## config.mk

```make
export PLATFORM = sky130hd
export DESIGN_NAME = rx_emulator_top
export DESIGN_NICKNAME = d
export VERILOG_FILES = /design/src/common/emu_pkg.sv /design/src/rtl/frame_sequencer.sv /design/src/rtl/step_response_ram.sv /design/src/analog_core/symbol_history.sv /design/src/analog_core/analog_slice.sv /design/src/rtl/rx_emulator_top.sv
export SDC_FILE = /design/constraint.sdc
export NUM_CORES = 2
export LEC_CHECK = 0
export BUFFER_PORTS_ARGS = -buffer_cell sky130_fd_sc_hd__buf_2
export CAP_MARGIN = 15
export CORE_ASPECT_RATIO = 0.5
export CORE_UTILIZATION = 40
export DETAILED_ROUTE_END_ITERATION = 8
export GPL_TIMING_DRIVEN = 0
export SETUP_SLACK_MARGIN = 0.2
export SYNTH_ARGS = -nofsm -noshare
export SYNTH_HDL_FRONTEND = slang
export SYNTH_HIERARCHICAL = 1
export SYNTH_SLANG_ARGS = --single-unit
export TNS_END_PERCENT = 5
```

## constraint.sdc

```tcl
create_clock -name emu_clk -period 9.7 [get_ports emu_clk]
set_clock_uncertainty 0.05 [all_clocks]
set_input_delay 1.455 -clock emu_clk [delete_from_list [all_inputs] [get_ports emu_clk]]
set_output_delay 1.455 -clock emu_clk [all_outputs]
set_load 0.03 [all_outputs]
```

## src/common/emu_pkg.sv

```systemverilog
`default_nettype none

package emu_pkg;

    // slice and history geometry
    localparam int NUM_SLICES = 4;
    localparam int CHUNK_SYMS = 4;
    localparam int NUM_CHUNKS = 4;
    localparam int HIST_SYMS  = NUM_CHUNKS * CHUNK_SYMS; // 16 symbols
    localparam int CHUNK_IDX_BITS = $clog2(NUM_CHUNKS);

    // frame timing, one cycle per chunk plus idle and last cycle
    localparam int FRAME_CYCLES = NUM_CHUNKS + 2;
    localparam int FRAME_CNT_BITS = $clog2(FRAME_CYCLES);
    localparam int CLK_FALL = 2;                          // adc clock goes low here
    localparam int CLK_RISE = CLK_FALL + (FRAME_CYCLES / 2) - 1; // last low count

    // phase interpolator code
    localparam int PI_BITS = 7;
    localparam int PI_MAX  = (1 << PI_BITS) - 1;

    // datapath widths
    localparam int COEF_WIDTH = 8;
    localparam int SUM_WIDTH  = 12;
    localparam int ADC_WIDTH  = 8;
    localparam int ADC_MAX    = (1 << ADC_WIDTH) - 1;

    // host bus and received word
    localparam int WB_ADDR_WIDTH = 6;
    localparam int WB_DATA_WIDTH = 8;
    localparam int RX_WORD_WIDTH = CHUNK_SYMS + 1;        // room for an early slip

    typedef logic signed [COEF_WIDTH-1:0] coef_t;

    // one chunk's worth of step response, element k weighs symbol k of the chunk
    typedef coef_t [CHUNK_SYMS-1:0] chunk_coef_t;

    typedef struct packed {
        logic                     cyc;
        logic                     stb;
        logic                     we;
        logic [WB_ADDR_WIDTH-1:0] adr;
        logic [WB_DATA_WIDTH-1:0] dat;
    } wb_req_t;

    typedef struct packed {
        logic                     ack;
        logic [WB_DATA_WIDTH-1:0] dat;
    } wb_rsp_t;

    typedef struct packed {
        logic                 sgn; // set when the sum is negative
        logic [ADC_WIDTH-1:0] mag;
    } slice_out_t;

endpackage

`default_nettype wire

```

## src/rtl/frame_sequencer.sv

```systemverilog
`default_nettype none

module frame_sequencer import emu_pkg::*; (
    input  wire logic                      emu_clk,
    input  wire logic                      emu_rst,
    output logic [CHUNK_IDX_BITS-1:0]      chunk_idx_o,
    output logic                           acc_load_o,
    output logic                           last_cycle_o,
    output logic                           clk_adc_o
);

    logic [FRAME_CNT_BITS-1:0] frame_cnt;
    logic [FRAME_CNT_BITS-1:0] frame_cnt_next;
    logic                      clk_adc_q;

    always_comb begin
        if (frame_cnt == FRAME_CNT_BITS'(FRAME_CYCLES - 1)) begin
            frame_cnt_next = '0; // wrap after the last cycle
        end else begin
            frame_cnt_next = frame_cnt + 1'b1;
        end
    end

    always_ff @(posedge emu_clk) begin
        if (emu_rst) begin
            frame_cnt <= '0;
        end else begin
            frame_cnt <= frame_cnt_next;
        end
    end

    // adc clock is registered from the next count so it comes straight off a flop
    always_ff @(posedge emu_clk) begin
        if (emu_rst) begin
            clk_adc_q <= 1'b1;
        end else begin
            clk_adc_q <= !((frame_cnt_next >= FRAME_CNT_BITS'(CLK_FALL)) &&
                           (frame_cnt_next <= FRAME_CNT_BITS'(CLK_RISE)));
        end
    end

    // chunk index parks at 0 during the idle and last cycles
    assign chunk_idx_o  = (frame_cnt < FRAME_CNT_BITS'(NUM_CHUNKS)) ?
                          frame_cnt[CHUNK_IDX_BITS-1:0] : '0;
    assign acc_load_o   = (frame_cnt == '0);
    assign last_cycle_o = (frame_cnt == FRAME_CNT_BITS'(FRAME_CYCLES - 1));
    assign clk_adc_o    = clk_adc_q;

endmodule

`default_nettype wire

```

## src/rtl/step_response_ram.sv

```systemverilog
`default_nettype none

module step_response_ram import emu_pkg::*; (
    input  wire logic                      emu_clk,
    input  wire logic                      emu_rst,
    input  wire wb_req_t                   wb_req_i,
    output wb_rsp_t                        wb_rsp_o,
    input  wire logic [CHUNK_IDX_BITS-1:0] chunk_idx_i,
    output chunk_coef_t                    coef_o [NUM_SLICES]
);

    localparam int DEPTH = 1 << WB_ADDR_WIDTH;
    localparam int SLICE_BITS = $clog2(NUM_SLICES);
    localparam int SYM_BITS = $clog2(CHUNK_SYMS);

    coef_t                    mem [DEPTH];
    logic                     ack_q;
    logic [WB_DATA_WIDTH-1:0] rd_dat_q;
    logic                     bus_req;

    // a new request is taken only when no ack is pending, which gives one wait state
    assign bus_req = wb_req_i.cyc && wb_req_i.stb && !ack_q;

    always_ff @(posedge emu_clk) begin
        if (emu_rst) begin
            ack_q <= 1'b0;
        end else begin
            ack_q <= bus_req;
        end
    end

    // coefficients come up as zero so an unwritten slice outputs zero
    always_ff @(posedge emu_clk) begin
        if (emu_rst) begin
            for (int a = 0; a < DEPTH; a++) begin
                mem[a] <= '0;
            end
        end else if (bus_req && wb_req_i.we) begin
            mem[wb_req_i.adr] <= coef_t'(wb_req_i.dat);
        end
    end

    always_ff @(posedge emu_clk) begin
        if (bus_req && !wb_req_i.we) begin
            rd_dat_q <= mem[wb_req_i.adr];
        end
    end

    assign wb_rsp_o.ack = ack_q;
    assign wb_rsp_o.dat = rd_dat_q;

    // address is {slice, chunk, symbol within chunk}
    for (genvar s = 0; s < NUM_SLICES; s++) begin : g_slice_port
        localparam logic [SLICE_BITS-1:0] SLICE_NUM = SLICE_BITS'(s);

        for (genvar k = 0; k < CHUNK_SYMS; k++) begin : g_coef
            logic [WB_ADDR_WIDTH-1:0] rd_adr;

            assign rd_adr = {SLICE_NUM, chunk_idx_i, SYM_BITS'(k)};
            assign coef_o[s][k] = mem[rd_adr];
        end
    end

endmodule

`default_nettype wire

```

## src/analog_core/symbol_history.sv

```systemverilog
`default_nettype none

module symbol_history import emu_pkg::*; (
    input  wire logic                      emu_clk,
    input  wire logic                      emu_rst,
    input  wire logic                      last_cycle_i,
    input  wire logic [RX_WORD_WIDTH-1:0]  rx_symbols_i,
    input  wire logic [PI_BITS-1:0]        pi_code_i,
    input  wire logic [CHUNK_IDX_BITS-1:0] chunk_idx_i,
    output logic [CHUNK_SYMS-1:0]          chunk_o,
    output logic [1:0]                     slip_o
);

    logic [HIST_SYMS-1:0] history;      // bit 0 is the oldest symbol
    logic [HIST_SYMS-1:0] next_history;
    logic [PI_BITS-1:0]   last_pi_code;
    logic                 pi_early;
    logic                 pi_late;
    logic [1:0]           slip_q;

    // phase wrapped forward one full symbol, so an extra symbol arrived
    assign pi_early = (last_pi_code == PI_BITS'(PI_MAX)) && (pi_code_i == '0);
    // wrapped backward, one symbol fewer this frame
    assign pi_late  = (last_pi_code == '0) && (pi_code_i == PI_BITS'(PI_MAX));

    always_comb begin
        if (pi_early) begin
            next_history = {rx_symbols_i[CHUNK_SYMS:0], history[HIST_SYMS-1:CHUNK_SYMS+1]};
        end else if (pi_late) begin
            next_history = {rx_symbols_i[CHUNK_SYMS-2:0], history[HIST_SYMS-1:CHUNK_SYMS-1]};
        end else begin
            next_history = {rx_symbols_i[CHUNK_SYMS-1:0], history[HIST_SYMS-1:CHUNK_SYMS]};
        end
    end

    always_ff @(posedge emu_clk) begin
        if (emu_rst) begin
            history      <= '0;
            last_pi_code <= '0;
            slip_q       <= 2'b00;
        end else if (last_cycle_i) begin
            history      <= next_history;
            last_pi_code <= pi_code_i;
            slip_q       <= {pi_early, pi_late}; // 10 early, 01 late
        end
    end

    // chunk c covers symbols 4c to 4c+3
    assign chunk_o = history[chunk_idx_i*CHUNK_SYMS +: CHUNK_SYMS];
    assign slip_o  = slip_q;

endmodule

`default_nettype wire

```

## src/analog_core/analog_slice.sv

```systemverilog
`default_nettype none

module analog_slice import emu_pkg::*; (
    input  wire logic                  emu_clk,
    input  wire logic                  emu_rst,
    input  wire logic [CHUNK_SYMS-1:0] chunk_i,
    input  wire chunk_coef_t           coef_i,
    input  wire logic                  acc_load_i,
    input  wire logic                  last_cycle_i,
    output slice_out_t                 result_o
);

    localparam int ADDS_BITS = $clog2(NUM_CHUNKS);

    logic signed [SUM_WIDTH-1:0] chunk_sum;
    logic signed [SUM_WIDTH-1:0] acc;
    logic [ADDS_BITS-1:0]        adds_left; // chunks still to add after the load
    logic [SUM_WIDTH-1:0]        acc_abs;
    slice_out_t                  result_q;

    // a 1 adds the step coefficient, a 0 subtracts it
    always_comb begin
        logic signed [SUM_WIDTH-1:0] term;

        chunk_sum = '0;
        for (int k = 0; k < CHUNK_SYMS; k++) begin
            term = SUM_WIDTH'(coef_i[k]);
            chunk_sum = chunk_i[k] ? (chunk_sum + term) : (chunk_sum - term);
        end
    end

    always_ff @(posedge emu_clk) begin
        if (emu_rst) begin
            acc       <= '0;
            adds_left <= '0;
        end else if (acc_load_i) begin
            acc       <= chunk_sum;              // chunk 0 starts the frame
            adds_left <= ADDS_BITS'(NUM_CHUNKS - 1);
        end else if (adds_left != '0) begin
            acc       <= acc + chunk_sum;
            adds_left <= adds_left - 1'b1;
        end
    end

    // unsigned view, so even the most negative sum has a proper magnitude
    assign acc_abs = (acc < 0) ? (-acc) : acc;

    always_ff @(posedge emu_clk) begin
        if (emu_rst) begin
            result_q <= '0;
        end else if (last_cycle_i) begin
            result_q.sgn <= (acc < 0);
            if (acc_abs > SUM_WIDTH'(ADC_MAX)) begin
                result_q.mag <= ADC_WIDTH'(ADC_MAX); // clip at full scale
            end else begin
                result_q.mag <= acc_abs[ADC_WIDTH-1:0];
            end
        end
    end

    assign result_o = result_q;

endmodule

`default_nettype wire

```

## src/rtl/rx_emulator_top.sv

```systemverilog
`default_nettype none

module rx_emulator_top import emu_pkg::*; (
    input  wire logic                     emu_clk,
    input  wire logic                     emu_rst,
    input  wire wb_req_t                  wb_req_i,
    output wb_rsp_t                       wb_rsp_o,
    input  wire logic [RX_WORD_WIDTH-1:0] rx_symbols_i,
    input  wire logic [PI_BITS-1:0]       pi_code_i,
    output slice_out_t                    results_o [NUM_SLICES],
    output logic                          adc_valid_o,
    output logic                          clk_adc_o,
    output logic [1:0]                    slip_o
);

    logic [CHUNK_IDX_BITS-1:0] chunk_idx;
    logic                      acc_load;
    logic                      last_cycle;
    logic [CHUNK_SYMS-1:0]     chunk;
    chunk_coef_t               slice_coef [NUM_SLICES];
    logic                      adc_valid_q;

    frame_sequencer i_frame_sequencer (
        .emu_clk      (emu_clk),
        .emu_rst      (emu_rst),
        .chunk_idx_o  (chunk_idx),
        .acc_load_o   (acc_load),
        .last_cycle_o (last_cycle),
        .clk_adc_o    (clk_adc_o)
    );

    step_response_ram i_step_response_ram (
        .emu_clk     (emu_clk),
        .emu_rst     (emu_rst),
        .wb_req_i    (wb_req_i),
        .wb_rsp_o    (wb_rsp_o),
        .chunk_idx_i (chunk_idx),
        .coef_o      (slice_coef)
    );

    symbol_history i_symbol_history (
        .emu_clk      (emu_clk),
        .emu_rst      (emu_rst),
        .last_cycle_i (last_cycle),
        .rx_symbols_i (rx_symbols_i),
        .pi_code_i    (pi_code_i),
        .chunk_idx_i  (chunk_idx),
        .chunk_o      (chunk),
        .slip_o       (slip_o)
    );

    // all slices see the same chunk, each with its own step response
    for (genvar s = 0; s < NUM_SLICES; s++) begin : g_slice
        analog_slice i_analog_slice (
            .emu_clk      (emu_clk),
            .emu_rst      (emu_rst),
            .chunk_i      (chunk),
            .coef_i       (slice_coef[s]),
            .acc_load_i   (acc_load),
            .last_cycle_i (last_cycle),
            .result_o     (results_o[s])
        );
    end

    // results are registered on the last cycle, so valid follows one clock later
    always_ff @(posedge emu_clk) begin
        if (emu_rst) begin
            adc_valid_q <= 1'b0;
        end else begin
            adc_valid_q <= last_cycle;
        end
    end

    assign adc_valid_o = adc_valid_q;

endmodule

`default_nettype wire

```

=== Word-level counts from Yosys, hierarchy flattened ===
Memories as Yosys holds them, arrays and structs flattened. A register that Yosys moved wholly into a read port is not among the register bits.
Index checks and enable logic that the tools add are counted.

* Reductions and logical operators: 22
* Eq/ne operators: 3
* $lt $le $gt $ge: 11
* Shift operators: 1
* Mux-type cells: 52
* Add/subtract/negate cells: 41

{| class="wikitable"
|+ Operators with widths
! cell !! number
|-
| 12-bit two-way mux || 28
|-
| 12-bit by 8-bit adder with 12-bit output || 12
|-
| 12-bit by 8-bit subtractor with 12-bit output || 12
|-
| 12-bit adder || 4
|-
| 12-bit by 8-bit > comparator with 1-bit output (second input constant) || 4
|-
| 12-bit by 1-bit less-than comparator with 1-bit output (second input constant) || 4
|-
| 12-bit negation || 4
|-
| 8-bit two-way mux || 5
|-
| 1-bit by 8-bit subtractor with 9-bit output (first input constant) || 4
|-
| 16-bit two-way mux || 2
|-
| 2-bit two-way mux || 9
|-
| 2-bit nonzero test || 8
|-
| 16-bit by 5-bit indexed part select with 4-bit output || 1
|-
| 7-bit == test (second input constant) || 2
|-
| 7-bit zero test || 2
|-
| 8-bit OR reduction || 1
|-
| 2-bit by 1-bit subtractor with 2-bit output (second input constant) || 4
|-
| 1-bit logical AND || 7
|-
| 1-bit two-way mux || 6
|-
| 6-bit two-way mux || 1
|-
| 3-bit by 1-bit adder with 3-bit output (second input constant) || 1
|-
| 3-bit == test (second input constant) || 1
|-
| 3-bit by 2-bit greater-or-equal comparator with 1-bit output (second input constant) || 1
|-
| 3-bit less-or-equal comparator (second input constant) || 1
|-
| 4 further kinds || 6
|}

* Register bits after elaboration: 123
* Bits in writable memories: 512
* Logic and storage cells: 154
* Memories: 1

{| class="wikitable"
|+ Memory list
! name !! words !! width !! read ports !! clocked after memory_dff !! wr ports !! RTL line !! RTL
|-
| i_step_response_ram.mem || 64 || 8 || 17 || 1 || 64 || step_response_ram.sv:16 || <nowiki>coef_t mem [DEPTH];</nowiki>
|}

=== Longest topological paths before layout ===
An unclocked memory read counts as a cell.

* Word-level depth: 14
* Mapped depth: 34

=== Modules after synthesis ===
The synthesis kept the hierarchy.

{| class="wikitable"
|+ Modules (own cells, without submodules)
! module !! area each (um^2) !! cells an instance !! times used
|-
| step_response_ram || 27,266.2 || 1,944 || 1
|-
| analog_slice (g_slice[0].i_analog_slice ...) || 3,633.5 || 473 || 2
|-
| analog_slice (g_slice[3].i_analog_slice) || 3,677.3 || 485 || 1
|-
| analog_slice (g_slice[1].i_analog_slice) || 3,545.9 || 471 || 1
|-
| symbol_history || 1,470.2 || 135 || 1
|-
| frame_sequencer || 162.7 || 18 || 1
|-
| rx_emulator_top || 33.8 || 2 || 1
|}

=== Least setup slack after synthesis ===
No wires, ideal clock.

* Kind: register to register
* Start: reg i_frame_sequencer.frame_cnt[1]
* End: reg g_slice[3].i_analog_slice.acc[11]
* Required time: 9,531 ps
* Period minus slack after synthesis: 7,018 ps
* Setup slack: 2,682 ps
* Cell stages (with the launch flop): 31
* Arrival: 6,848 ps
* Setup time: 119 ps
* Path buffers: 2
* Cells stage by stage: dfxtp_1 > nor2b_1 > clkbuf_1 > clkbuf_1 > mux4_2 > inv_1 > ha_1 > nor3b_1 > nor2_1 > xnor2_1 > ha_1 > and3_1 > a2111o_1 > xor2_1 > ha_1 > or4_1 > a21oi_1 > xnor2_1 > ha_1 > a21oi_1 > nor2b_1 > or3_1 > xor2_1 > ha_1 > and3_1 > nand3_1 > a41oi_1 > nor4b_1 > mux2i_1 > nand4b_1 > a21oi_1

{| class="wikitable"
|+ RTL lines
! item !! RTL line !! RTL
|-
| from (decl) || frame_sequencer.sv:12 || <nowiki>logic [FRAME_CNT_BITS-1:0] frame_cnt;</nowiki>
|-
| from (signal assigned) || frame_sequencer.sv:28 || <nowiki>frame_cnt <= frame_cnt_next;</nowiki>
|-
| to (signal assigned) || analog_slice.sv:37 || <nowiki>acc <= chunk_sum;</nowiki>
|-
| to (signal assigned) || analog_slice.sv:40 || <nowiki>acc <= acc + chunk_sum;</nowiki>
|-
| to (decl) || analog_slice.sv:16 || <nowiki>logic signed [SUM_WIDTH-1:0] acc;</nowiki>
|}

==> flow_summary.toml <==
[drt]
drc_errors = 0
num_vias = 34900
wl_per_cell_um = 29.5
routed_wl_mm = 167
via_per_inst = 6.19
dr.pass1.iters = 6
drt_iter0_drc = 4787
ant_nets = 0

[yosys]
postSynthAreaPerCell_um2 = 10.9
syn_area_um2 = 43400
synth_top_flop_cell = "edfxtp_1"
ys_seq_elements = 643
yosys.cell_types.count = 103
synth_compound_area_share_pct = 12.8
synthMuxAreaShare_pct = 12.3
netlist.area_leader.share_pct = 36.0
synth_fp_nets = 4248
yosysTopAreaCell = "edfxtp_1"
synth_top_family_by_area = "simple AND/OR/NAND/NOR gates"
synth-warning-count = 6
synth-edff-count = 520
synth_area_leaders = "edfxtp_1 36%, mux4_2 8.0%, and2_1 7.5%"
postSynthCellCount = 4001
ys_seq_area_share_pct = 41.6
synth-xor-area-share_pct = 5.75
synthAdderAreaFrac_pct = 6.50
async_reset_ff_share_pct = 0
yosys.area_share.simple_pct = 16.9

[sta]
finalCritPeriodShare_pct = 91.6
maxSlewViolCount = 0
period_needed_ns = 8.89
setup_viol = 0
rsz0062_at_grt = "false"
hold_viol_final = 0
tightest_slew_ns = 1.35
relSlewSlack_pct = 9.88
setup_ws_ns = 0.811
tns_ns = 0
max_freq_ghz = 0.112

[global_route]
track_usage_pct = 29.8
antenna_found_initial = 15
grt_first_pass_wirelength_mm = 235
grt_pass1_vias = 33200
grt_start_max_net_pins = 37
gr-total-overflow = 0

[clocking]
clk-insertion-delay-late_ns = 0.69
cts_setup_buffers = 0
cts_sinks = 643
cts_buffers = 68
cts_tree = "done"
clock_path_buffers = 3
path_clk_slew_ns = 0.06
root_buffer = "clkbuf_16"
cts_max_level = 3

[worst_hold_path]
hp-class = "reg -> reg"
min_delay_worst_endpoint = "g_slice[1].i_analog_slice/result_o[7]$_SDFFE_PP0P_"
min_from = "g_slice[1].i_analog_slice/result_o[7]$_SDFFE_PP0P_"
min_path_cells = 2

[power_and_ir_drop]
leakage_uw = 0.0182
powerDensity_nw_per_um2 = 351
ir_drop_uv = 273

[floorplanning]
dieArea_um2 = 110000
die_x_um = 468
initial_core_util_pct = 40.3
pin_count = 80
core_area_um2 = 108000
die_h_um = 235
rows = 85

[outcome]
status = "finished clean"

[finish]
fillers = 10100
area_delta_synth_final_pct = 10.4
layout-drive-gt1-share_pct = 15.8
fin_nets = 4394

[worst_setup_path]
crit_top_cell = "ha_1"
slowest_delay_ns = 1.04
worstSetupStartpointType = "flop"
cp_max_fo = 10
critPathKind = "reg -> reg"
r2r_setup_slack_ns = 0.81
cp.required_ns = 10.18
end_kind = "flop"
cp_data_arrival_time_ns = 9.37
r2r_end = "g_slice[3].i_analog_slice/acc[11]$_SDFFE_PP0P_"
ff2ff_path_depth = 33
cp_slowest_cell = "clkbuf_1"
r2r_start = "i_frame_sequencer/frame_cnt[1]$_SDFF_PP0_"

[placement]
numPortBuffers = 71
place_congestion = 1.07
pre_cts_ws_ns = 0.501
hpwlAfterDp_mm = 127

[run]
max_cap_violations = 0
==> Yosys cell counts (84+ instances only) <==
| library cell | n |
|---|---|
| xnor2_1 | 130 |
| inv_1 | 169 |
| clkbuf_1 | 145 |
| mux2_2 | 101 |
| edfxtp_1 | 520 |
| a21oi_1 | 168 |
| dfxtp_1 | 123 |
| xor2_1 | 124 |
| o21ai_0 | 110 |
| and2_1 | 520 |
| nor2_1 | 359 |
| ha_1 | 200 |
| a221oi_1 | 84 |
| mux4_2 | 154 |
| nand2_1 | 123 |
==> repair_timing <==
item,in CTS,in global routing
resized for setup,0,4
hold buffers,0,0
endpoints found under the setup margin,0,1
==> through the flow <==
| stage | instance area, um2 | util, % | total power [uW] | instances | hold slack (ns) |
|---|---|---|---|---|---|
| 5_1_grt | 47900 | 44.5 | 18200 | 5635 | 0.456 |
| 3_3_place_gp | 45600 | 42.3 | 13600 | 5507 | 0.425 |
| 3_5_place_dp | 45600 | 42.4 | 14000 | 5510 | 0.426 |
| 6_report | 47900 | 44.5 | 16800 | 5643 | 0.432 |
| 2_1_floorplan | 43400 | - | 11900 | 4001 | 0.414 |
| 4_1_cts | 47900 | 44.5 | 16700 | 5633 | 0.434 |
==> power breakdown <==
group	switching (uW)	total [uW]	internal (uW)
sequential	210	3390	3180
combinational	6030	10700	4650
clock	1200	2740	1540
==> cells by family after synthesis <==
family / after synthesis
AOI/OAI and AO/OA: 799
xor gates and xnor gates: 268
adders and majority gates: 216
buffers and inverters: 412
DFF: 643
muxes: 324
and+or+nand+nor: 1339
==> final cells by class <==
type,count,area (um2),share of cell area (%)
Antenna cell,8,20.0,0.0418
Sequential cell,643,18100,37.7
Inverter,171,642,1.34
Multi-Input combinational cell,2946,23600,49.2
Buffer,241,1150,2.40
Timing Repair Buffer,76,420,0.877
Tap cell,1435,1800,3.75
Clock buffer,86,1830,3.82
Clock inverter,37,417,0.869
==> worst max-delay path by stage <==
stage | start | depth (start not counted) | slack, ns | endpoint
2_1_floorplan | i_frame_sequencer/frame_cnt[1]$_SDFF_PP0_ | 30 | 2.68 | g_slice[3].i_analog_slice/acc[11]$_SDFFE_PP0P_
6_report | i_frame_sequencer/frame_cnt[1]$_SDFF_PP0_ | 33 | 0.81 | g_slice[3].i_analog_slice/acc[11]$_SDFFE_PP0P_
3_5_place_dp | i_frame_sequencer/frame_cnt[1]$_SDFF_PP0_ | 30 | 0.50 | g_slice[3].i_analog_slice/acc[11]$_SDFFE_PP0P_
5_1_grt | i_frame_sequencer/frame_cnt[1]$_SDFF_PP0_ | 33 | 0.41 | g_slice[3].i_analog_slice/acc[11]$_SDFFE_PP0P_
3_3_place_gp | i_frame_sequencer/frame_cnt[1]$_SDFF_PP0_ | 30 | 0.70 | g_slice[3].i_analog_slice/acc[11]$_SDFFE_PP0P_
4_1_cts | i_frame_sequencer/frame_cnt[1]$_SDFF_PP0_ | 30 | 0.49 | g_slice[3].i_analog_slice/acc[11]$_SDFFE_PP0P_
==> critical path: cells and delay by family (launching register included) <==
kind	cells	cell delay, ns
muxes	3	0.80
and+or+nand+nor	10	2.20
buffers and inverters	4	1.97
DFF	1	0.43
xor gates and xnor gates	2	0.30
adders and majority gates	5	1.72
AOI/OAI and AO/OA	9	1.28
==> per-layer routing <==
layer / global-route usage [%] / up-vias / wire length (um)
li1: - / 15100 / -
met1: 39.7 / 17200 / 67200
met2: 42.2 / 2175 / 67900
met3: 12.6 / 449 / 23600
met4: 11.9 / 8 / 7840
met5: 0 / - / 51
==> flip-flops by register name, indices dropped and copies added (netlist names) <==
register / flops
adc_valid_o: 1
i_step_response_ram/ack_q: 1
g_slice.i_analog_slice/acc: 48
i_symbol_history/slip_o: 2
i_frame_sequencer/clk_adc_o: 1
i_step_response_ram/rd_dat_q: 8
i_symbol_history/last_pi_code: 7
i_step_response_ram/mem: 512
i_frame_sequencer/frame_cnt: 3
i_symbol_history/history: 16
g_slice.i_analog_slice/adds_left: 8
g_slice.i_analog_slice/result_o: 36
==> placed cells by master, fill, tap and decap left out, types with 18 or more instances in the layout <==
cell type | Yosys | final
nand2_1 | 123 | 123
mux2i_1 | 61 | 61
nor3_1 | 77 | 77
dfxtp_1 | 123 | 123
buf_2 | 58 | 131
edfxtp_1 | 520 | 520
or2_2 | 68 | 68
mux2_2 | 101 | 101
mux4_2 | 154 | 154
o21bai_1 | 42 | 42
nand3_1 | 22 | 22
xor2_1 | 124 | 124
o21ai_0 | 110 | 110
a21oi_1 | 168 | 168
and3_1 | 18 | 18
a22oi_1 | 75 | 75
o22ai_1 | 20 | 20
a211oi_1 | 76 | 76
nor2b_1 | 24 | 23
inv_1 | 169 | 169
clkbuf_1 | 145 | 157
and2_1 | 520 | 520
nor2_1 | 359 | 358
xnor2_1 | 130 | 130
a221oi_1 | 84 | 84
ha_1 | 200 | 200
clkbuf_16 | 0 | 69
a21o_1 | 47 | 47
a31oi_1 | 53 | 53
Power figures use the tool's default switching activity.
